File: src/usb_ep_pkg.sv
package usb_ep_pkg;

  // Largest Bulk-Out frame in bytes (HS mode)
  localparam int unsigned max_packet_len = 512;

  // Packet FIFO capacity in bytes
  localparam int unsigned fifo_depth = 2048;

  // Byte index width, and FIFO pointer width
  localparam int unsigned cnt_w = 10;
  localparam int unsigned fifo_aw = 11;

  // Top-level endpoint phases
  typedef enum logic [1:0] {
    ep_idle = 2'd0,
    ep_recv = 2'd1,
    ep_resp = 2'd2,
    ep_halt = 2'd3
  } ep_state_e;

  // One accepted handshake, as seen by the frame logic
  typedef struct packed {
    logic             beat;
    logic             last;
    logic             short_frm;
    logic             zdp;
    logic [cnt_w-1:0] idx;
  } frame_evt_t;

endpackage
File: src/mmio_ep_ctrl.sv
module mmio_ep_ctrl (
  input  logic                         clock,
  input  logic                         rst_n_i,
  input  logic                         set_conf_i,
  input  logic                         clr_conf_i,
  input  logic                         malformed_i,
  input  logic                         store_i,
  input  usb_ep_pkg::frame_evt_t       evt_i,
  input  logic                         ack_sent_i,
  input  logic                         rx_error_i,
  input  logic                         resp_i,
  input  logic [usb_ep_pkg::fifo_aw:0] fifo_level_i,
  output logic                         clear_o,
  output logic                         enable_o,
  output logic                         bypass_o,
  output logic                         fifo_save_o,
  output logic                         fifo_drop_o,
  output logic                         stalled_o,
  output logic                         ep_ready_o,
  output logic                         mmio_recv_o
);
  import usb_ep_pkg::*;

  ep_state_e        state;
  logic             enabled_q;
  logic             pending_q;
  logic             pend_end_q;
  logic [fifo_aw:0] fifo_free;
  logic             room;

  // Any configuration event wipes the endpoint
  assign clear_o = set_conf_i | clr_conf_i;

  // Room for one more full frame
  assign fifo_free = (fifo_aw + 1)'(fifo_depth) - fifo_level_i;
  assign room = fifo_free > (fifo_aw + 1)'(max_packet_len);

  assign enable_o = enabled_q && (state != ep_halt);
  assign bypass_o = (state == ep_recv);
  assign stalled_o = (state == ep_halt);

  always_ff @(posedge clock) begin
    if (!rst_n_i || clr_conf_i) begin
      enabled_q <= 1'b0;
    end else if (set_conf_i) begin
      enabled_q <= 1'b1;
    end
  end

  always_ff @(posedge clock) begin
    if (!rst_n_i || clear_o) begin
      ep_ready_o <= 1'b0;
    end else begin
      ep_ready_o <= enable_o && room;
    end
  end

  always_ff @(posedge clock) begin
    if (!rst_n_i || clear_o) begin
      state       <= ep_idle;
      pending_q   <= 1'b0;
      pend_end_q  <= 1'b0;
      fifo_save_o <= 1'b0;
      fifo_drop_o <= 1'b0;
      mmio_recv_o <= 1'b0;
    end else begin
      fifo_save_o <= 1'b0;
      fifo_drop_o <= 1'b0;
      mmio_recv_o <= 1'b0;
      if (malformed_i) begin
        state <= ep_halt;
      end else begin
        case (state)
          ep_idle: if (store_i) begin
            state     <= ep_recv;
            pending_q <= 1'b0;
          end
          // Frame waits for the USB controller's verdict
          ep_recv: begin
            if (evt_i.last) begin
              pending_q  <= 1'b1;
              pend_end_q <= evt_i.short_frm | evt_i.zdp;
            end else if (pending_q && ack_sent_i) begin
              pending_q   <= 1'b0;
              fifo_save_o <= 1'b1;
              if (pend_end_q) begin
                // Short frame or ZDP closes the data phase
                state       <= ep_resp;
                mmio_recv_o <= 1'b1;
              end
            end else if (pending_q && rx_error_i) begin
              pending_q   <= 1'b0;
              fifo_drop_o <= 1'b1;
            end
          end
          ep_resp: if (resp_i) state <= ep_idle;
          default: state <= ep_halt;
        endcase
      end
    end
  end

endmodule

File: config.mk
export PLATFORM = sky130hd
export DESIGN_NAME = mmio_ep_ctrl
export DESIGN_NICKNAME = d
export VERILOG_FILES = /design/src/usb_ep_pkg.sv /design/src/mmio_ep_ctrl.sv
export SDC_FILE = /design/constraint.sdc
export NUM_CORES = 1
export LEC_CHECK = 0
export BUFFER_PORTS_ARGS = -buffer_cell sky130_fd_sc_hd__buf_4
export CAP_MARGIN = 30
export CORE_MARGIN = 5
export CORE_UTILIZATION = 39
export DETAILED_ROUTE_END_ITERATION = 8
export PLACE_DENSITY = 0.81
export SYNTH_ARGS = -nofsm -noshare
export SYNTH_HDL_FRONTEND = slang
export SYNTH_SLANG_ARGS = --single-unit
File: constraint.sdc
create_clock -name clock -period 2.4 [get_ports clock]
set_clock_uncertainty 0.2 [all_clocks]
set_input_delay 0.12 -clock clock [delete_from_list [all_inputs] [get_ports clock]]
set_output_delay 0.12 -clock clock [all_outputs]
set_load 0.01 [all_outputs]
### Word-level counts from Yosys, hierarchy flattened

Cells that the tools add are included.

* input port bits: 35
* output and inout bits: 8
* register bits: 9
* logic and storage cells: 56

* magnitude comparators: 1
* mux-type cells: 15
* reduce and logical (&&, ||, !) cells: 15
* eq/ne operators: 11
* bitwise gates (word level): 5
* add/sub/neg operators: 1

Operator list (count)
* $gt 12x10->1 const B: 1
* $mux 2: 6
* $sub 12x12->12 const A: 1
* $reduce_or 5->1: 2
* $ne 3x3->1 const B: 3
* $mux 1: 7
* $ne 3x2->1 const B: 2
* $pmux 2 s3: 1
* $reduce_and 5->1: 1
* $eq 2x2->1 const B: 2
* $logic_and 1x1->1: 4
* $ne 2x2->1 const B: 2
* $ne 4x2->1 const B: 1
* $reduce_and 4->1: 1
* $reduce_or 4->1: 1
* $not 1->1: 3
* $reduce_and 3->1: 1
* $eq 2x1->1 const B: 1
* $logic_not 2->1: 1
* $logic_or 1x1->1: 2
* $or 1x1->1: 2
* $pmux 1 s2: 1
* $reduce_bool 2->1: 1
* $logic_not 1->1: 1

### Longest topological paths before layout

* word-level depth: 5
* depth in mapped cells: 6
* mapped depth without buffers: 6

### Worst setup path after synthesis

No wires, ideal clock.

* kind: reg2reg
* from: reg state[1]
* to: reg pend_end_q
* data arrival time: 1.248 ns
* buffers on the path: 0
* clock period less this slack: 1.572 ns
* setup time: 0.124 ns
* stages on the path, launching flop included: 6
* data required time: 2.076 ns
* slack: 0.828 ns
* cell sequence: dfxtp_1 > inv_1 > ha_1 > and2b_1 > nand2_1 > o311a_2

* longest elaborated chain between the ends: 2

RTL lines
* start: declaration: RTL line mmio_ep_ctrl.sv:24 `ep_state_e state;`
* start signal: assignment: RTL line mmio_ep_ctrl.sv:60 `state <= ep_idle;`
* start signal: assignment: RTL line mmio_ep_ctrl.sv:71 `state <= ep_halt;`
* start signal: assignment: RTL line mmio_ep_ctrl.sv:75 `state <= ep_recv;`
* $eq 2x1->1
* via bypass_o: RTL line mmio_ep_ctrl.sv:15 `output logic bypass_o,`
* $reduce_and 3->1 (no source line)
* end signal: assignment: RTL line mmio_ep_ctrl.sv:82 `pend_end_q <= evt_i.short_frm | evt_i.zdp;`
* end: declaration: RTL line mmio_ep_ctrl.sv:27 `logic pend_end_q;`

The timed path passes the listed nets, and every way through them passes these cells.
A chain may end at the register's enable or synchronous reset.

### Final worst setup path

* from: in ack_sent_i
* to: reg fifo_drop_o

* longest elaborated chain between the ends: 2

RTL lines
* start: declaration: RTL line mmio_ep_ctrl.sv:9 `input logic ack_sent_i,`
* $logic_and 1x1->1: RTL line mmio_ep_ctrl.sv:83 `end else if (pending_q && ack_sent_i) begin`
* $reduce_or 5->1 (no source line)
* end signal: assignment: RTL line mmio_ep_ctrl.sv:64 `fifo_drop_o <= 1'b0;`
* end signal: assignment: RTL line mmio_ep_ctrl.sv:68 `fifo_drop_o <= 1'b0;`
* end signal: assignment: RTL line mmio_ep_ctrl.sv:93 `fifo_drop_o <= 1'b1;`
* end: declaration: RTL line mmio_ep_ctrl.sv:17 `output logic fifo_drop_o,`

No other way between the ends.

==> impl_metrics.csv <==
group,metric,value,unit
outcome,status,"complete, no violations",
logic_synthesis,yosysTopAreaCellShare,35.3,%
finish,stdcell_area,938,um^2
timing,finalSetupViolCount,0,
routing,drc,0,
logic_synthesis,syn-num-nets,93,
routing,via_per_inst,4.86,
global_route,grt_max_degree,8,
finish,area_delta_synth_final,83.8,%
timing,hold_viol,0,
pwr,leakagePower,0.458,nW
flow_run,max_cap_violations,0,
timing,slew_viol_final,0,
die,std_cell_rows,13,
finish,fin_nets,144,
critical_path,setup.worst_path.start_class,"input pin",
logic_synthesis,yosys.area_share.simple,40.7,%
global_route,gr-usage-all-layers,17.5,%
critical_path,endpoint_kind,"flop",
logic_synthesis,syn_inst,54,
clocking,cts_max_level,1,
finish,drive_above_1_share,38.5,%
clocking,cts-root-buf,"clkbuf_4",
timing,finalCritPeriodShare,94.8,%
finish,post-route-util,74.0,%
pwr,combPwrFrac,22.5,%
timing,worst_slack,0.124,ns
logic_synthesis,synthMuxAreaShare,0,%
clocking,clk_pin_slew,0.06,ns
pwr,swShare,23.9,%
routing,wirelength,1530,um
logic_synthesis,yosysUniqueCellTypes,25,
timing,max_slew_margin,74.4,%
global_route,first_global_vias,643,
routing,ant_nets,0,
timing,worstMarginPinSlew,0.383,ns
timing,fin_tns_setup,0,ns
clocking,hold_buffers,15,
logic_synthesis,synth-xor-area-share,0,%
critical_path,rr_worst_depth,6,
die,io_pins,43,
pwr,p_seq_share,44.0,%
routing,drtIter0Drc,2,
routing,drtPass1Iterations,2,
placed_design,dp_cells,100,
logic_synthesis,syn_area,510,um^2
pwr,powerDensity,372,nW/um^2
placed_design,dpl_cell_area,762,um^2
die,start_util,40.2,%
logic_synthesis,synth_area_leaders,"dfxtp_1 35%, ha_1 9.8%, nor4b_2 5.9%",
die,design.die.area,2130,um^2
placed_design,portBuffers,31,
pwr,p_int,0.266,mW
pwr,clockPowerShare,33.4,%
clocking,clk_latency,0.26,ns
routing,num_vias,578,
logic_synthesis,synth_fa_ha_area_share,9.80,%
logic_synthesis,synth_top_area_cell,"dfxtp_1",
logic_synthesis,yosysWarnings,0,
pwr,vdd_ir_drop_max,277,uV
critical_path,critPathKind,"in2reg",
global_route,grt_overflow,0,
clocking,cts_buffer_depth,2,
global_route,grt_pass1_wl,2660,um
timing,fmax,0.439,GHz
pwr,p_sw,0.0835,mW
critical_path,arrival,2.28,ns
logic_synthesis,synth_top_family_by_area,"simple AND/OR/NAND/NOR gates",
clocking,post-cts-setup-buffers,0,
hold_path,hp-class,"in2reg",
critical_path,r2r-start,"state[1]",
finish,num_antenna_cells,0,
die,die_w,46.2,um
die,core-area,1270,um^2
clocking,cts_tree,"yes",
logic_synthesis,ys_seq_elements,9,
finish,instances_no_fill,119,
critical_path,regToRegEndpoint,"pend_end_q",
clocking,cts.sinks,9,
clocking,cts_resized,0,
finish,fillers,101,
logic_synthesis,seq_area_frac_synth,35.3,%
critical_path,cp-endpoint,"fifo_drop_o",
global_route,antenna_found_initial,0,
logic_synthesis,syn_area_per_cell,9.45,um^2
clocking,cts_buffers,3,
placed_design,place_congestion,0.758,
timing,period_needed,2.28,ns
die,die_h,46.2,um
critical_path,cp_max_fo,3,
critical_path,ff2ff_setup_slack,0.25,ns
timing,rsz0062_at_grt,"no",
routing,drt-wirelength-per-cell,12.9,um
placed_design,dp_hpwl,1200,um
critical_path,crit_start,"ack_sent_i",
placed_design,place_ws,0.751,ns
critical_path,cp.required,2.41,ns
logic_synthesis,synth_compound_area_share,12.0,%
## final cells by class
cell class              count  area [um^2]  area share (%)
flip-flops and latches      9          180            19.2
inverters                   3         11.3            1.20
repair buffers             46          383            40.8
clock buffers               4         26.3            2.80
multi-input cells          42          319            34.0
well taps                  15         18.8            2.00
## kinds of logic (layout without fill, tap and decap cells)
kind of cell               count (synthesis)  after routing
buffers and inverters                      3             53
AOI/OAI and AO/OA                          7              7
and+or+nand+nor                           31             31
adders and majority gates                  4              4
DFF                                        9              9
## stage by stage
stage	hold WS (ns)	power, mW
6_report	0.0944	0.349
5_1_grt	0.100	0.370
4_1_cts	0.0897	0.355
3_5_place_dp	0.125	0.223
3_3_place_gp	0.124	0.220
2_1_floorplan	-0.00858	0.181
## worst min-delay path by stage
stage,startpoint,cells after the start,slack [ns],to
after global routing,rst_n_i,3,0.10,state[0]
after CTS,rst_n_i,3,0.09,state[0]
after floorplan,evt_i[12],1,-0.009,fifo_drop_o
final,rst_n_i,3,0.09,state[0]
after global placement,clr_conf_i,2,0.12,enabled_q
after detailed placement,clr_conf_i,2,0.12,enabled_q
## metal layers
layer | up-vias | routed length [um] | global-route usage [%]
met5 | - | 0 | 0
met3 | 2 | 82 | 5.86
met1 | 270 | 506 | 16.7
met4 | 0 | 19 | 4.55
met2 | 12 | 926 | 34.6
li1 | 294 | - | -
## placed cells by master, fill, tap and decap left out
cell and count:
o22ai_1 1, buf_4 31, clkbuf_4 3, nor4_1 2, nand2b_1 2, nand3_1 3
nor3b_1 1, or3_1 1, inv_1 3, and2b_1 1, dfxtp_1 9, o2111a_1 1
nor4b_1 1, nor3b_4 1, o311a_2 1, nor2b_1 3, ha_1 4, a21oi_1 1
nor4b_2 2, dlygate4sd3_1 15, o211a_1 2, nand4_1 1, nand2_4 1, nand4b_1 1
nand2_1 5, nor2_1 5, clkbuf_1 1, o21a_1 1, or2_2 1
## Yosys cell counts, drive strengths merged
| master | instances |
|---|---|
| nand2b | 2 |
| dfxtp | 9 |
| a21oi | 1 |
| nand4 | 1 |
| or2 | 1 |
| nor4b | 3 |
| o22ai | 1 |
| ha | 4 |
| inv | 3 |
| nand4b | 1 |
| nor2 | 5 |
| nor4 | 2 |
| o2111a | 1 |
| nor3b | 2 |
| o211a | 2 |
| nand2 | 6 |
| o21a | 1 |
| or3 | 1 |
| and2b | 1 |
| nand3 | 3 |
| nor2b | 3 |
| o311a | 1 |
## power groups by stage
stage	Combinational, mW	Sequential (mW)	Clock (mW)
after floorplan	0.0239	0.157	0
after global placement	0.0630	0.157	0
after detailed placement	0.0654	0.157	0
after CTS	0.0786	0.154	0.122
after global routing	0.0867	0.154	0.129
final	0.0787	0.154	0.117
## flip-flops by register name, indices dropped and copies added, names as in the netlist
signal       cells
enabled_q        1
ep_ready_o       1
fifo_drop_o      1
fifo_save_o      1
mmio_recv_o      1
pend_end_q       1
pending_q        1
state            2
## worst max-delay path, cell delays in order
cell           delay [ns]
dlygate4sd3_1        0.54
buf_4                0.14
inv_1                0.08
nand2_1              0.06
dlygate4sd3_1        0.56
nor4b_2              0.20
dlygate4sd3_1        0.57
(Power assumes the default switching activity.)
