==> config.mk <==
export PLATFORM = sky130hd
export DESIGN_NAME = mmio_cmd_parser
export DESIGN_NICKNAME = d
export VERILOG_FILES = /design/src/mmio_cmd_pkg.sv /design/src/usb_ep_pkg.sv /design/src/mmio_cmd_parser.sv
export SDC_FILE = /design/constraint.sdc
export NUM_CORES = 1
export LEC_CHECK = 0
export CAP_MARGIN = 20
export CORE_UTILIZATION = 65
export DETAILED_ROUTE_END_ITERATION = 8
export DONT_BUFFER_PORTS = 1
export GPL_ROUTABILITY_DRIVEN = 0
export GPL_TIMING_DRIVEN = 0
export PLACE_DENSITY = 0.81
export SKIP_LAST_GASP = 1
export SLEW_MARGIN = 20
export SYNTH_ARGS = -nofsm -noshare
export SYNTH_HDL_FRONTEND = slang
export SYNTH_SLANG_ARGS = --single-unit
==> constraint.sdc <==
create_clock -name clock -period 12.6 [get_ports clock]
set_clock_uncertainty 0.1 [all_clocks]
set_input_delay 3.78 -clock clock [delete_from_list [all_inputs] [get_ports clock]]
set_output_delay 3.78 -clock clock [all_outputs]
set_load 0.03 [all_outputs]
==> src/mmio_cmd_pkg.sv <==
package mmio_cmd_pkg;

  // Command opcodes, from the low two bits of the last command byte
  typedef enum logic [1:0] {
    op_store = 2'd0,
    op_fetch = 2'd1,
    op_set   = 2'd2,
    op_get   = 2'd3
  } cmd_op_e;

  // Parser phases
  typedef enum logic [2:0] {
    ps_idle  = 3'd0,
    ps_magic = 3'd1,
    ps_addr  = 3'd2,
    ps_word  = 3'd3,
    ps_idop  = 3'd4,
    ps_busy  = 3'd5,
    ps_halt  = 3'd6
  } parse_state_e;

  // "TART", first byte received sits in bits 7:0
  localparam logic [31:0] cmd_magic = {8'h54, 8'h52, 8'h41, 8'h54};

  // Command packet layout, by byte index within the frame
  localparam int unsigned cmd_len_bytes = 11;
  localparam int unsigned magic_end_idx = 3;
  localparam int unsigned addr_end_idx = 7;
  localparam int unsigned word_end_idx = 9;

  // Decoded command, last packet byte in the top eight bits
  typedef struct packed {
    logic [3:0]  tag;
    logic        dir;
    logic        apb;
    cmd_op_e     op;
    logic [3:0]  lun;
    logic [27:0] adr;
    logic [15:0] len;
  } mmio_cmd_t;

endpackage

==> src/usb_ep_pkg.sv <==
package usb_ep_pkg;

  // Largest Bulk-Out frame in bytes (HS mode)
  localparam int unsigned max_packet_len = 512;

  // Packet FIFO capacity in bytes
  localparam int unsigned fifo_depth = 2048;

  // Byte index width, and FIFO pointer width
  localparam int unsigned cnt_w = 10;
  localparam int unsigned fifo_aw = 11;

  // Top-level endpoint phases
  typedef enum logic [1:0] {
    ep_idle = 2'd0,
    ep_recv = 2'd1,
    ep_resp = 2'd2,
    ep_halt = 2'd3
  } ep_state_e;

  // One accepted handshake, as seen by the frame logic
  typedef struct packed {
    logic             beat;
    logic             last;
    logic             short_frm;
    logic             zdp;
    logic [cnt_w-1:0] idx;
  } frame_evt_t;

endpackage
==> src/mmio_cmd_parser.sv <==
module mmio_cmd_parser (
  input  logic                    clock,
  input  logic                    rst_n_i,
  input  logic                    clear_i,
  input  logic                    enable_i,
  input  logic [7:0]              usb_tdata_i,
  input  usb_ep_pkg::frame_evt_t  evt_i,
  output logic                    tready_o,
  output mmio_cmd_pkg::mmio_cmd_t cmd_o,
  output logic                    cmd_vld_o,
  input  logic                    cmd_ack_i,
  input  logic                    resp_i,
  output logic                    store_o,
  output logic                    malformed_o
);
  import usb_ep_pkg::*;
  import mmio_cmd_pkg::*;

  parse_state_e state;
  logic [31:0]  sreg;
  logic [31:0]  shifted;
  logic         parsing;
  logic         at_magic, at_addr, at_word, at_idop;

  // Bytes arrive LSB first, so shift in from the top
  assign shifted = {usb_tdata_i, sreg[31:8]};

  assign parsing = (state inside {ps_idle, ps_magic, ps_addr, ps_word, ps_idop});
  assign tready_o = enable_i && parsing;
  assign malformed_o = (state == ps_halt);

  // Field boundaries, only valid in the matching phase
  assign at_magic = evt_i.beat && (state == ps_magic) && (evt_i.idx == cnt_w'(magic_end_idx));
  assign at_addr = evt_i.beat && (state == ps_addr) && (evt_i.idx == cnt_w'(addr_end_idx));
  assign at_word = evt_i.beat && (state == ps_word) && (evt_i.idx == cnt_w'(word_end_idx));
  assign at_idop = evt_i.beat && (state == ps_idop) &&
                   (evt_i.idx == cnt_w'(cmd_len_bytes - 1));

  always_ff @(posedge clock) begin
    if (!rst_n_i || clear_i) begin
      state     <= ps_idle;
      cmd_vld_o <= 1'b0;
      store_o   <= 1'b0;
    end else begin
      store_o <= 1'b0;
      if (cmd_ack_i || resp_i) begin
        cmd_vld_o <= 1'b0;
      end
      case (state)
        // Any frame end before the opcode byte is malformed
        ps_idle: if (evt_i.last) state <= ps_halt;
                 else if (evt_i.beat) state <= ps_magic;
        ps_magic: if (evt_i.last || (at_magic && shifted != cmd_magic)) state <= ps_halt;
                  else if (at_magic) state <= ps_addr;
        ps_addr: if (evt_i.last) state <= ps_halt;
                 else if (at_addr) state <= ps_word;
        ps_word: if (evt_i.last) state <= ps_halt;
                 else if (at_word) state <= ps_idop;
        // Byte 10 must carry tlast, anything else stalls
        ps_idop: begin
          if (at_idop && evt_i.last) begin
            state     <= ps_busy;
            cmd_vld_o <= 1'b1;
            store_o   <= (cmd_op_e'(usb_tdata_i[1:0]) == op_store) && !usb_tdata_i[3];
          end else if (at_idop || evt_i.last) begin
            state <= ps_halt;
          end
        end
        // Held while the MMIO side runs the command
        ps_busy: if (resp_i) state <= ps_idle;
        // Only a configuration event leaves HALT
        default: state <= ps_halt;
      endcase
    end
  end

  // Field capture, payload only
  always_ff @(posedge clock) begin
    if (evt_i.beat && parsing) begin
      sreg <= shifted;
    end
    if (at_addr) begin
      {cmd_o.lun, cmd_o.adr} <= shifted;
    end
    if (at_word) begin
      cmd_o.len <= shifted[31:16];
    end
    if (at_idop) begin
      cmd_o.tag <= usb_tdata_i[7:4];
      cmd_o.dir <= usb_tdata_i[3];
      cmd_o.apb <= usb_tdata_i[2];
      cmd_o.op  <= cmd_op_e'(usb_tdata_i[1:0]);
    end
  end

endmodule

; Word level (Yosys, flattened, before mapping)
; Index checks and enable logic that the tools add are counted.
; W data, S select, Z words.
[op_classes]
bitwise_logic = 2
n_eq_ne = 17
n_reduce_logical = 24
muxes = 15
[op_table]
columns = cell, count
row1 = $mux W3, 11
row2 = $ne A32 B31 Y1 const B, 1
row3 = $eq A10 B4 Y1 const B, 2
row4 = $pmux W3 S6, 1
row5 = $logic_and A1 B1 Y1, 13
row6 = $eq A10 B2 Y1 const B, 1
row7 = $eq A10 B3 Y1 const B, 1
row8 = $eq A3 B3 Y1 const B, 3
row9 = $ne A3 B3 Y1 const B, 3
row10 = $eq A3 B2 Y1 const B, 2
row11 = $reduce_and A6 Y1, 1
row12 = $reduce_bool A5 Y1, 1
row13 = $logic_or A1 B1 Y1, 4
row14 = $eq A3 B1 Y1 const B, 1
row15 = $logic_not A3 Y1, 1
row16 = $mux W1, 3
row17 = $ne A3 B1 Y1 const B, 1
row18 = $ne A3 B2 Y1 const B, 1
row19 = $reduce_or A3 Y1, 1
row20 = $logic_not A1 Y1, 2
row21 = $logic_not A2 Y1, 1
row22 = $ne A2 B2 Y1 const B, 1
row23 = $not A1 Y1, 2
[word_totals]
regBits = 93
wordCells = 69
input_bits = 28
out_inout_bits = 60

; Depth between registers and ports, before layout
[depth]
ltp_word = 7
mapped_depth = 6
ltp_nobuf = 5

; Worst setup path after synthesis
; Ideal clock, no wire load.
[synth_path]
path_type = input to register
startpoint = input evt_i[7] (netlist bit)
endpoint = register cmd_o[16] (netlist bit), enable pin
cell_stages = 3
arrival_ps = 7370
t_required_ps = 11998
slack_ps = 4628
setup_time_ps = 502
n_path_buf = 0
cell_sequence = nor4_4 > nand3_2 > nor4_1
[synth_between]
elab_chain_cells = 2
[synth_rtl]
columns = item, line
row1 = start: declaration, mmio_cmd_parser.sv:7  ; input usb_ep_pkg::frame_evt_t evt_i,
row2 = $eq A10 B3 Y1, mmio_cmd_parser.sv:34  ; assign at_addr = evt_i.beat && (state == ps_addr) && (evt_i.idx == cnt_w'(addr_end_idx));
row3 = $logic_and A1 B1 Y1, mmio_cmd_parser.sv:34
row4 = net at_addr, mmio_cmd_parser.sv:23  ; logic at_magic, at_addr, at_word, at_idop;
row5 = end: declaration, mmio_cmd_parser.sv:9  ; output mmio_cmd_pkg::mmio_cmd_t cmd_o,
; The timed path passes the listed nets, and every way through them passes these cells.
; A chain may end at the register's enable or synchronous reset.

; Worst setup path in the final report
[layout_path]
startpoint = input enable_i
endpoint = output tready_o
[layout_between]
elab_chain_cells = 1
[layout_rtl]
columns = item, line
row1 = start: declaration, mmio_cmd_parser.sv:5  ; input logic enable_i,
row2 = $logic_and A1 B1 Y1, mmio_cmd_parser.sv:29  ; assign tready_o = enable_i && parsing;
row3 = end: declaration, mmio_cmd_parser.sv:8  ; output logic tready_o,
; No other way between the ends.

==> flow_metrics.env <==
export IMPL_design_portCount=88
export IMPL_crit_slowest_cell="and2_1"
export IMPL_synth_fp_nets=186
export IMPL_drv_cap=0
export IMPL_status="completed"
export IMPL_crit_type="in2out"
export IMPL_clkTransAtPathRegs_ps=70
export IMPL_antenna_found_initial=0
export IMPL_startpoint_type="primary input"
export IMPL_max_freq_mhz=126
export IMPL_crit_fanout=1
export IMPL_cts_path_max_buffers=2
export IMPL_synth_area_top_cells="edfxtp_1 (80%), dfxtp_1 (3.3%), nor2b_1 (1.3%)"
export IMPL_max_stage_delay_ps=280
export IMPL_critPathCaptureType="primary output"
export IMPL_crit_family="simple AND/OR/NAND/NOR gates"
export IMPL_antennaDiodeCount=0
export IMPL_leakagePower_nw=1.07
export IMPL_final_area_mm2=0.00331
export IMPL_maxSlewViolCount=0
export IMPL_area_growth_pct=10.2
export IMPL_dr_pass1_iters=5
export IMPL_fin_cells=232
export IMPL_synthCells=158
export IMPL_vias_per_cell=6.55
export IMPL_finalSetupViolCount=0
export IMPL_grt_pass1_vias=1533
export IMPL_io_buffers=0
export IMPL_initial_core_util_pct=68.5
export IMPL_netlist_area_mm2=0.00300
export IMPL_holdWs_ps=344
export IMPL_grt_pass1_wl_um=7410
export IMPL_setup_tns_ps=0
export IMPL_yosys_area_top_type="edfxtp_1"
export IMPL_final_hold_violation_count=0
export IMPL_die_w_um=70.0
export IMPL_die_y_um=70.0
export IMPL_wire_per_inst_um=21.2
export IMPL_fin_crit_sh_pct=63.1
export IMPL_cts_buffers=9
export IMPL_htreeDepth=3
export IMPL_hold_class="reg2reg"
export IMPL_ir_drop_uv=95.9
export IMPL_cts_hold_fix_buffers=0
export IMPL_path_cells="and2_1"
export IMPL_max_slew_margin_rel_pct=31.7
export IMPL_pwr_density_cell_mw_per_mm2=156
export IMPL_synth_top_area_share_pct=80.0
export IMPL_coreArea_mm2=0.00438
export IMPL_crit_buf_inv=0
export IMPL_wl_um=4910
export IMPL_critPathRequiredTime_ps=8720
export IMPL_postCtsSetupBuffers=0
export IMPL_grt_overflow_total=0
export IMPL_finalPower_mw=0.518
export IMPL_nNetsFinal=203
export IMPL_post_cts_resized=0
export IMPL_ys_warn_count=0
export IMPL_worstMarginPinSlew_ps=1030
export IMPL_mostFrequentLayoutCells="edfxtp_1 (80), clkbuf_8 (9), nor2_1 (8), nand2_1 (8), buf_2 (7)"
export IMPL_fin_crit_ps=7950
export IMPL_insertion_delay_ps=350
export IMPL_drt_initial_drc_count=164
export IMPL_layout_commonest_cell="edfxtp_1"
export IMPL_grt_usage_pct=21.5
export IMPL_synth_seq_area_share_pct=83.3
export IMPL_dpl_cell_area_mm2=0.00311
export IMPL_grt_setup_unrepaired="false"
export IMPL_dr_total_vias=1519
export IMPL_ys_types=36
export IMPL_die_area_mm2=0.00490
export IMPL_dpl_cell_count=216
export IMPL_grt_max_degree=25
export IMPL_cts_sinks=85
export IMPL_fillers=262
export IMPL_tritoncts="done"
export IMPL_ys_seq_elements=85
export IMPL_synth_edf_count=80
export IMPL_root_buffer="clkbuf_8"
export IMPL_drive_gt1_share_pct=17.8
export IMPL_drc=0
export IMPL_crit_arrival_ps=4070
export IMPL_syn_avg_cell_area_um2=19.0
export IMPL_synth_async_reset_ratio_pct=0
export IMPL_placementRows=24
export IMPL_ant_nets=0
export IMPL_synthFlopType="edfxtp_1"
export IMPL_hpwlAfterDp_um=3350
## worst paths after layout
path / start / to / depth (start not counted) / slack, ps
setup / recovery: enable_i / tready_o / 1 / 4650
hold / removal: sreg[11] / cmd_o[19] / 0 / 340
setup reg to reg: state[1] / cmd_o[28] / 6 / 10050
hold reg to reg: sreg[11] / cmd_o[19] / 0 / 340
## registers in the layout, summed over array words and instances (netlist names)
name / cells
cmd_o: 56
cmd_vld_o: 1
sreg: 24
state: 3
store_o: 1
## metrics by stage
stage	util [%]	setup slack, ps
floorplan	-	4630
global placement	70.0	3560
finish	75.5	4650
global route	75.5	4640
detailed placement	71.0	4650
CTS	75.5	4650
## layout make-up
cell class                 instances  area [µm²]  share of cell area [%]
sequential                        85        2500                    75.6
multi-input combinational         69         495                    15.0
clock buffer                       9         124                    3.74
clock inverter                     7        72.6                    2.19
tap                               52        65.1                    1.97
timing repair buffer               6        32.5                   0.983
buffer                             3        13.8                   0.416
inverter                           1        3.75                   0.113
## cells in the mapped netlist, drive strengths merged (3+ instances only)
cell,count
a31oi,3
edfxtp,80
o21ai,3
nand2,8
and2,3
nor2b,6
nor4,4
dfxtp,5
nor2,8
nand4b,4
## per-layer routing
layer / GRT usage [%] / wire, µm / up-vias
met5: 0 / 0 / -
met4: 11.8 / 157 / 0
met3: 10.1 / 420 / 22
met2: 33.4 / 2510 / 112
met1: 24.8 / 1820 / 725
li1: - / - / 660
## power breakdown
group | switching [mW] | internal [mW] | leakage (nW)
clock network | 0.0922 | 0.0920 | 0.0960
logic | 0.00920 | 0.00538 | 0.192
registers | 0.00391 | 0.315 | 0.778
total | 0.105 | 0.412 | 1.07
## cells by family (layout without fill, tap and decap cells)
family	count (synthesis)	count (layout)	synth area share, %
flops	85	85	83.3
buf+inv	4	26	0.583
mux	2	2	0.667
compound gates	13	13	3.37
simple gates	54	54	12.0
Note: power is estimated with default switching activity, not from simulation.
