File: src/usb_ep_pkg.sv
package usb_ep_pkg;

  // Largest Bulk-Out frame in bytes (HS mode)
  localparam int unsigned max_packet_len = 512;

  // Packet FIFO capacity in bytes
  localparam int unsigned fifo_depth = 2048;

  // Byte index width, and FIFO pointer width
  localparam int unsigned cnt_w = 10;
  localparam int unsigned fifo_aw = 11;

  // Top-level endpoint phases
  typedef enum logic [1:0] {
    ep_idle = 2'd0,
    ep_recv = 2'd1,
    ep_resp = 2'd2,
    ep_halt = 2'd3
  } ep_state_e;

  // One accepted handshake, as seen by the frame logic
  typedef struct packed {
    logic             beat;
    logic             last;
    logic             short_frm;
    logic             zdp;
    logic [cnt_w-1:0] idx;
  } frame_evt_t;

endpackage
File: src/frame_byte_counter.sv
module frame_byte_counter (
  input  logic                        clock,
  input  logic                        rst_n_i,
  input  logic                        clear_i,
  input  logic                        beat_i,
  input  logic                        tkeep_i,
  input  logic                        tlast_i,
  input  logic [usb_ep_pkg::cnt_w:0]  max_size_i,
  output usb_ep_pkg::frame_evt_t      evt_o
);
  import usb_ep_pkg::*;

  logic [cnt_w-1:0] idx_q;
  logic [cnt_w:0]   next_len;

  // Frame length if the current byte turns out to be the last
  assign next_len = {1'b0, idx_q} + 1'b1;

  // Events are combinational, so users react on the handshake edge itself
  always_comb begin
    evt_o.beat      = beat_i & tkeep_i;
    evt_o.last      = beat_i & tlast_i;
    evt_o.zdp       = beat_i & tlast_i & ~tkeep_i;
    evt_o.short_frm = beat_i & tkeep_i & tlast_i & (next_len < max_size_i);
    evt_o.idx       = idx_q;
  end

  // Index restarts after every frame end, ZDP included
  always_ff @(posedge clock) begin
    if (!rst_n_i || clear_i) begin
      idx_q <= '0;
    end else if (beat_i && tlast_i) begin
      idx_q <= '0;
    end else if (beat_i && tkeep_i) begin
      idx_q <= idx_q + 1'b1;
    end
  end

endmodule

File: config.mk
export PLATFORM = sky130hd
export DESIGN_NAME = frame_byte_counter
export DESIGN_NICKNAME = d
export VERILOG_FILES = /design/src/usb_ep_pkg.sv /design/src/frame_byte_counter.sv
export SDC_FILE = /design/constraint.sdc
export NUM_CORES = 1
export LEC_CHECK = 0
export ABC_AREA = 1
export BUFFER_PORTS_ARGS = -buffer_cell sky130_fd_sc_hd__buf_2
export CORE_ASPECT_RATIO = 0.8
export CORE_MARGIN = 2
export CORE_UTILIZATION = 40
export DETAILED_ROUTE_END_ITERATION = 12
export GPL_TIMING_DRIVEN = 1
export PLACE_DENSITY_LB_ADDON = 0.05
export SLEW_MARGIN = 10
export SYNTH_ARGS = -nofsm -noshare
export SYNTH_HDL_FRONTEND = slang
export SYNTH_SLANG_ARGS = --single-unit
File: constraint.sdc
create_clock -name clock -period 2.4 [get_ports clock]
set_input_delay 0.12 -clock clock [delete_from_list [all_inputs] [get_ports clock]]
set_output_delay 0.12 -clock clock [all_outputs]
set_load 0.005 [all_outputs]
# After elaboration in Yosys (flattened, before gate mapping)
# Cells that the tools add are included.
# word_totals
reg_bits	10
input_bits	17
output_inout_bits	14
# op_classes
addsub	2
reduce_logical	5
n_bitwise	6
magnitude_cmp	1
# ops
cell	n
$add 10x1->11 const B	1
$lt 11x11->1	1
$add 10x1->10 const B	1
$and 1x1->1	5
$logic_and 1x1->1	2
$reduce_or 2->1	1
$logic_not 1->1	1
$logic_or 1x1->1	1
$not 1->1	1

# Logic depth before layout (Yosys ltp)
# Gate-level depths: netlist (run 1).
# depth
ltp_word	3
ltp_mapped	12

# Worst setup path after synthesis (run 1)
# OpenSTA, ideal clock, no wires.
# synth_path
path_type	reg2out
start	reg idx_q[0]
end	out evt_o[11] in the netlist's numbering
arrival_ns	1.707
path_stages_with_launch	13
path_slack_ns	0.573
path_cell_list	dfxtp_1 -> ha_1 -> nand2_1 -> nor2_4 -> nand2_1 -> nand2_1 -> nand2_1 -> ha_1 -> a21oi_1 -> nor2_1 -> nor2_1 -> nand2_1 -> nor2_1
# synth_rtl
element	line	rtl
start, declared	frame_byte_counter.sv:13	logic [cnt_w-1:0] idx_q;
start signal, assigned	frame_byte_counter.sv:35	idx_q <= idx_q + 1'b1;
end, declared	frame_byte_counter.sv:9	output usb_ep_pkg::frame_evt_t evt_o

==> results of run 1 <==
## cell families (layout without fill, tap and decap cells)
group	after synthesis	after routing
AND/OR/NAND/NOR	63	63
buffers and inverters	34	67
AO/OA/AOI/OAI	19	19
adder cells (fa/ha/maj)	11	11
flip-flops	10	10
XOR/XNOR	3	3
## worst paths after layout
| path | slack, ns | cells after the start | startpoint | to |
|---|---|---|---|---|
| worst min register to register | 0.56 | 2 | idx_q[0]$_SDFFE_PP0P_ | idx_q[0]$_SDFFE_PP0P_ |
| worst max-delay path | 0.16 | 13 | idx_q[0]$_SDFFE_PP0P_ | evt_o[11] |
| worst min-delay path | 0.34 | 4 | clear_i | idx_q[0]$_SDFFE_PP0P_ |
| worst max register to register | 1.20 | 8 | idx_q[0]$_SDFFE_PP0P_ | idx_q[6]$_SDFFE_PP0P_ |
## critical path, cell delays in order (launching register included)
cell and delay [ns]:
dfxtp_4 0.38, ha_4 0.15, nand2_2 0.07, nor2_4 0.15
nand2_1 0.08, nand2_1 0.08, nand2_1 0.07, ha_1 0.30
a21oi_1 0.17, nor2_1 0.06, nor2_1 0.11, nand2_1 0.06
nor2_1 0.07, buf_2 0.11
## layer usage
layer / vias up / global-route usage [%]
met3: 2 / 2.27
li1: 501 / -
met5: - / 0
met4: 0 / 7.14
met1: 402 / 22.4
met2: 24 / 27.5
## layout make-up
class	count	area [sq um]	share of cell area, %
sequential	10	206	18.9
timing repair buffer	31	158	14.4
multi-input combinational	96	553	50.5
inverter	33	124	11.3
tap	25	31.3	2.86
clock buffer	3	22.5	2.06
## per-stage QoR
step           util, %  hold slack [ns]  worst slack [ns]  std cells
2_1_floorplan        -            0.271             0.573        140
3_5_place_dp      49.5            0.503             0.255        194
3_3_place_gp      49.5            0.492             0.328        194
5_1_grt           52.1            0.355            0.0110        198
6_report          52.1            0.345             0.156        198
4_1_cts           50.8            0.339            0.0279        197
## cell usage after synthesis
cell type,number
dfxtp_1,10
nand2_1,35
xor2_1,3
o21ai_0,6
o21ai_1,1
nor2_4,2
o21bai_1,1
a21oi_1,11
nor3_1,1
nand4_1,2
nand3_2,1
nor2_1,14
inv_1,32
clkinv_1,1
buf_2,1
ha_1,11
nand3_1,8
## repair_timing
action / in CTS / in global routing
resized for setup: 3 / 5
buffers inserted: 0 / 1
setup endpoints to repair: 1 / 1
pin swaps: 0 / 2
## power by group through the flow
| stage | combinational, mW | clock (mW) | sequential [mW] |
|---|---|---|---|
| 2_1_floorplan | 0.0407 | 0 | 0.178 |
| 3_3_place_gp | 0.0692 | 0 | 0.178 |
| 3_5_place_dp | 0.0712 | 0 | 0.178 |
| 4_1_cts | 0.0716 | 0.122 | 0.175 |
| 5_1_grt | 0.0832 | 0.125 | 0.175 |
| 6_report | 0.0718 | 0.114 | 0.175 |
## cell usage in the layout (no fill, tap or decap), drive strengths merged
cell type / count
nor3: 1
o21ai: 7
buf: 31
inv: 32
nand4: 2
a21oi: 11
dfxtp: 10
ha: 11
xor2: 3
o21bai: 1
nor2: 16
nand3: 9
clkinv: 1
nand2: 35
clkbuf: 3
==> summary.md, run 1 <==
| Metric | Value |
|---|---|
| Pre-Repair DR Iteration Count | `4` |
| DRT iter0 DRCs | `25` |
| Detailed Route WL | `~2.1 mm` |
| Top sig layer | `met4` |
| Sequential share of power | `approximately half` |
| Endpoint type of the worst setup path | `output pin` |
| DP Wirelength | `roughly 1.7 mm` |
| RSZ-0062 raised after global routing | `no` |
| Fin nets | `203` |
| Synth Net Count | `about 170` |
| CTS sink cnt | `10` |
| Max cap viols | `0` |
| ANT nets after route | `0` |
| Die area | `between 2000 and 3000 sq um` |
| Area leader, netlist | `dfxtp_1` |
| Layout fillers | `around 230` |
| Reg clk slew, reported paths | `around 0.060 ns` |
| Cts bufs inserted | `3` |
| Crit Path Class | `reg -> out` |
| DRC | `0` |
| Number of setup violations in the final report | `0` |
| Ant. Diodes | `0` |
| Final Power | `between 300 and 400 uW` |
| Number of global-route vias before repair | `between 700 and 800` |
| DIE WIDTH | `roughly 56 um` |
| M1 wire length | `about 1.1 mm` |
| Starting Density | `a little over 40%` |
| Psw | `102 uW` |
| Final instance area | `between 1000 and 1500 sq um` |
| PwrDens | `330 nW/um^2` |
| Clock power share | `between 30% and 40%` |
| F_max | `0.446 GHz` |
| Main combinational cell family by area after synthesis | `simple AND/OR/NAND/NOR gates` |
| Clock Latency Late Sink | `roughly 0.26 ns` |
| Max VDD drop | `between 0.2 and 0.25 mV` |
| Synth Area in Compound Gates | `between 10% and 20%` |
| Wire length per cell | `10.4 um` |
| Sw Share | `about 28%` |
| Syn Area/Cell | `around 6 sq um` |
| Max reg flops | `10` |
| Hold Vio Cnt, Final | `0` |
| H-tree lvl count | `1` |
| Yosys reg bits | `10` |
| TritonCTS clock tree | `built` |
| Post-synthesis mux area share | `0%` |
| Core Region | `between 2000 and 2500 sq um` |
| Share of cells above drive strength 1 | `between 20% and 30%` |
| Startpoint types | `flip-flop` |
| Via count | `between 900 and 1,000` |
| Crit-path max FO | `5` |
| Area contributors post-synth | `dfxtp_1 23%, ha_1 16%, nand2_1 15%` |
| Post-CTS Hold Buffers | `0` |
| Adder-cell area share of the yosys netlist | `between 10% and 20%` |
| Pin count of the biggest net entering global routing | `13` |
| Top-Level Pins | `31` |
| Post-Syn Instances | `between 100 and 150` |
| Antenna violations before repair | `0` |
| Dpl cell area | `1040 sq um` |
| Max_slew headroom | `between 60 and 70%` |
| Library cells used by synthesis | `17` |
| Setup TNS | `0 ns` |
| Outcome | `completed` |
| Syn. warnings | `0` |
| GPL Wtd Cong | `between 0.8 and 0.9` |
| First-pass GRT wire length | `approximately 3.3 mm` |
| Leak | `about 0.66 nW` |
| Vias/cell | `between 4 and 5` |
| Path category of the worst min-delay check | `in -> reg` |
| Max-slew violations | `0` |
| Die height | `roughly 46 um` |
| Worst-case clock buffer depth | `2` |
| Part of the power in combinational logic | `roughly a fifth` |
| Layout Skew | `~0.0034 ns` |
| Register area share after synthesis | `a little under a quarter` |
| Int Power | `~260 uW` |
| Xor/xnor share of the synthesized area | `slightly above 3%` |
| Standard-cell rows | `15` |
| Largest regs | `idx_q x10` |
| Root Driver | `clkbuf_4` |
| Layout area overhead | `26.6%` |
| Synth Cell Area | `between 800 and 900 sq um` |
| Grt total ovfl | `0` |
| Share of the synthesized area in the top cell type | `23.2%` |
| Met2 wire length | `~850 um` |
| I/O Buffers | `30` |
| DR WL met3 | `approximately 99 um` |
| GRT Total Usage | `about 17%` |
| CP arrival | `about 2.1 ns` |
| Worst-margin pin slew | `between 0.4 and 0.5 ns` |
| Top reg by flops | `idx_q` |
| Fin crit period | `2.24 ns` |
| Simple-gate portion of the synthesized area | `a little under a third` |
| Crit path required time | `around 2.3 ns` |
| Final worst path period share | `between 90% and 100%` |
Note: power is estimated with default switching activity, not from simulation.
==> run 2: changes to the inputs <==
--- a/config.mk
+++ b/config.mk
@@ -9,7 +9,8 @@
 export BUFFER_PORTS_ARGS = -buffer_cell sky130_fd_sc_hd__buf_2
 export CORE_ASPECT_RATIO = 0.8
 export CORE_MARGIN = 2
-export CORE_UTILIZATION = 40
+export CORE_UTILIZATION = 48
+export CTS_CLUSTER_SIZE = 40
 export DETAILED_ROUTE_END_ITERATION = 12
 export GPL_TIMING_DRIVEN = 1
 export PLACE_DENSITY_LB_ADDON = 0.05
==> run 2 against run 1 <==
Power grew 12%. Via count rose by 2.4%. Routed wire length down 1.9%. Fmax is 0.84% higher. First-iteration DRC count increased by 16%. Cell count fell by 1.0%. Global-route usage increased by 2.4 points. Worst setup slack better by 0.019 ns. Combinational power decreased by 2%. Largest power group unchanged. Highest routed layer unchanged.
==> summary.md, run 2 (same netlist as run 1, synthesis figures left out) <==
| Metric | Value |
|---|---|
| F_max | `~0.45 GHz` |
| Max cap viols | `0` |
| Wire length per cell | `between 10 and 15 um` |
| Layout fillers | `roughly 160` |
| GRT Total Usage | `roughly a fifth` |
| Grt total ovfl | `0` |
| Max reg flops | `10` |
| Via count | `roughly 950` |
| Top reg by flops | `idx_q` |
| Clock power share | `roughly two fifths` |
| Outcome | `completed` |
| Worst-case clock buffer depth | `2` |
| Crit-path cells | `ha_4, nand2_2, nor2_4, buf_4, nand3_1, nand2_1, ha_1, a21oi_1, o21ai_0, nand2_1, nand2_1, nor2_1, buf_2` |
| Leak | `about 0.66 nW` |
| Standard-cell rows | `13` |
| Cts bufs inserted | `3` |
| Final WS setup | `about 0.17 ns` |
| Crit path top cell by count | `nand2_1` |
| Layout Skew | `0.00659 ns` |
| Fin crit period | `roughly 2.2 ns` |
| Sequential share of power | `43.4%` |
| Endpoint type of the worst setup path | `output pin` |
| Number of setup violations in the final report | `0` |
| Vias/cell | `between 4 and 5` |
| H-tree lvl count | `1` |
| DR WL met3 | `177 um` |
| Share of cells above drive strength 1 | `between 20% and 30%` |
| Starting Density | `between 50% and 60%` |
| Number of global-route vias before repair | `764` |
| Crit-path max FO | `5` |
| DRC | `0` |
| Area occupied by multi-input gates | `between 500 and 600 sq um` |
| Commonest non-fill, non-tap cell in the layout | `nand2_1` |
| Die height | `approximately 42 um` |
| GPL Wtd Cong | `~0.8` |
| DRT iter0 DRCs | `29` |
| Sw Share | `between 20 and 30%` |
| Crit path required time | `between 2 and 2.5 ns` |
| PwrDens | `between 300 and 400 nW/um^2` |
| Int Power | `293 uW` |
| ANT nets after route | `0` |
| Reg clk slew, reported paths | `around 0.08 ns` |
| Ant. Diodes | `0` |
| Antenna violations before repair | `0` |
| Detailed Route WL | `2.03 mm` |
| Root Driver | `clkbuf_4` |
| Clock Latency Late Sink | `around 0.27 ns` |
| Slowest cell delay on critical path | `around 0.39 ns` |
| Worst-margin pin slew | `~0.43 ns` |
| Pin count of the biggest net entering global routing | `13` |
| Max VDD drop | `just under 0.3 mV` |
| M1 wire length | `just under 1 mm` |
| DIE WIDTH | `slightly above 50 um` |
| Largest regs | `idx_q x10` |
| Slowest stage cell, crit path | `dfxtp_4` |
| Register Area | `between 200 and 250 sq um` |
| Hold Slack | `approximately 0.34 ns` |
| DP Wirelength | `between 1.5 and 2 mm` |
| Layout area overhead | `27.8%` |
| Crit Path Class | `reg -> out` |
| Pre-CTS WS | `about 0.27 ns` |
| CTS sink cnt | `10` |
| Fin nets | `203` |
| Commonest non-fill, non-tap cells in the layout | `34 x nand2_1, 32 x inv_1, 30 x buf_2` |
| Fin util | `66.6%` |
| Pre-Repair DR Iteration Count | `4` |
| Final Power | `403 uW` |
| Max_slew headroom | `between 70% and 80%` |
| Die area | `2160 sq um` |
| Final worst path period share | `between 90% and 100%` |
| First-pass GRT wire length | `3.19 mm` |
| Top-Level Pins | `31` |
| Max-slew violations | `0` |
| Part of the power in combinational logic | `about 18%` |
| Met2 wire length | `approximately 840 um` |
| Setup TNS | `0 ns` |
| Startpoint types | `flip-flop` |
| Hold Vio Cnt, Final | `0` |
| I/O Buffers | `30` |
| Core Region | `around 1700 sq um` |
| Psw | `approximately 110 uW` |
| Post-CTS Hold Buffers | `0` |
| CP arrival | `approximately 2.1 ns` |
| Path category of the worst min-delay check | `in -> reg` |
| Top sig layer | `met4` |
| TritonCTS clock tree | `built` |
[run 2: power by group through the flow]
stage / registers, mW / logic, mW / clock network, mW
after floorplan: 0.178 / 0.0407 / 0
after global placement: 0.178 / 0.0684 / 0
after detailed placement: 0.179 / 0.0700 / 0
after CTS: 0.175 / 0.0706 / 0.159
after global routing: 0.176 / 0.0815 / 0.166
final: 0.175 / 0.0704 / 0.158
[run 2: timing repair]
| action | 4_1_cts | 5_1_grt |
|---|---|---|
| setup endpoints to repair | 1 | 1 |
| setup buffers | 0 | 1 |
| pin swaps | 0 | 1 |
| gates resized for setup | 1 | 7 |
[run 2: worst paths after layout]
kind                                            start                     to  slack [ns]  depth (start not counted)
worst max-delay path            idx_q[0]$_SDFFE_PP0P_              evt_o[11]        0.17                         13
worst min-delay path                          clear_i  idx_q[0]$_SDFFE_PP0P_        0.34                          4
worst max register to register  idx_q[0]$_SDFFE_PP0P_  idx_q[6]$_SDFFE_PP0P_        1.16                          8
worst min register to register  idx_q[0]$_SDFFE_PP0P_  idx_q[0]$_SDFFE_PP0P_        0.57                          2
[run 2: metal layers]
metal | vias to the layer above | global-route usage, %
met4 | 0 | 6.32
met1 | 409 | 28.1
met2 | 36 | 28.5
met5 | - | 0
met3 | 5 | 2.52
li1 | 501 | -
[run 2: final cells by class]
class	instances	share of cell area, %
Sequential cell	10	18.7
Multi-Input combinational cell	96	50.1
Inverter	33	11.2
Clock buffer	4	3.28
Tap cell	22	2.49
Timing Repair Buffer	31	14.3
[run 2: critical path: cells and delay by family (launching register included)]
| kind | cells | cell delay, ns |
|---|---|---|
| adders and majority gates | 2 | 0.39 |
| and+or+nand+nor | 7 | 0.57 |
| DFF | 1 | 0.39 |
| buffers and inverters | 2 | 0.24 |
| AOI/OAI and AO/OA | 2 | 0.24 |
[run 2: stage by stage]
| step | instances | instance area [sq um] |
|---|---|---|
| global route | 196 | 1100 |
| floorplan | 140 | 865 |
| detailed placement | 191 | 1040 |
| finish | 196 | 1100 |
| CTS | 195 | 1070 |
| global placement | 191 | 1040 |
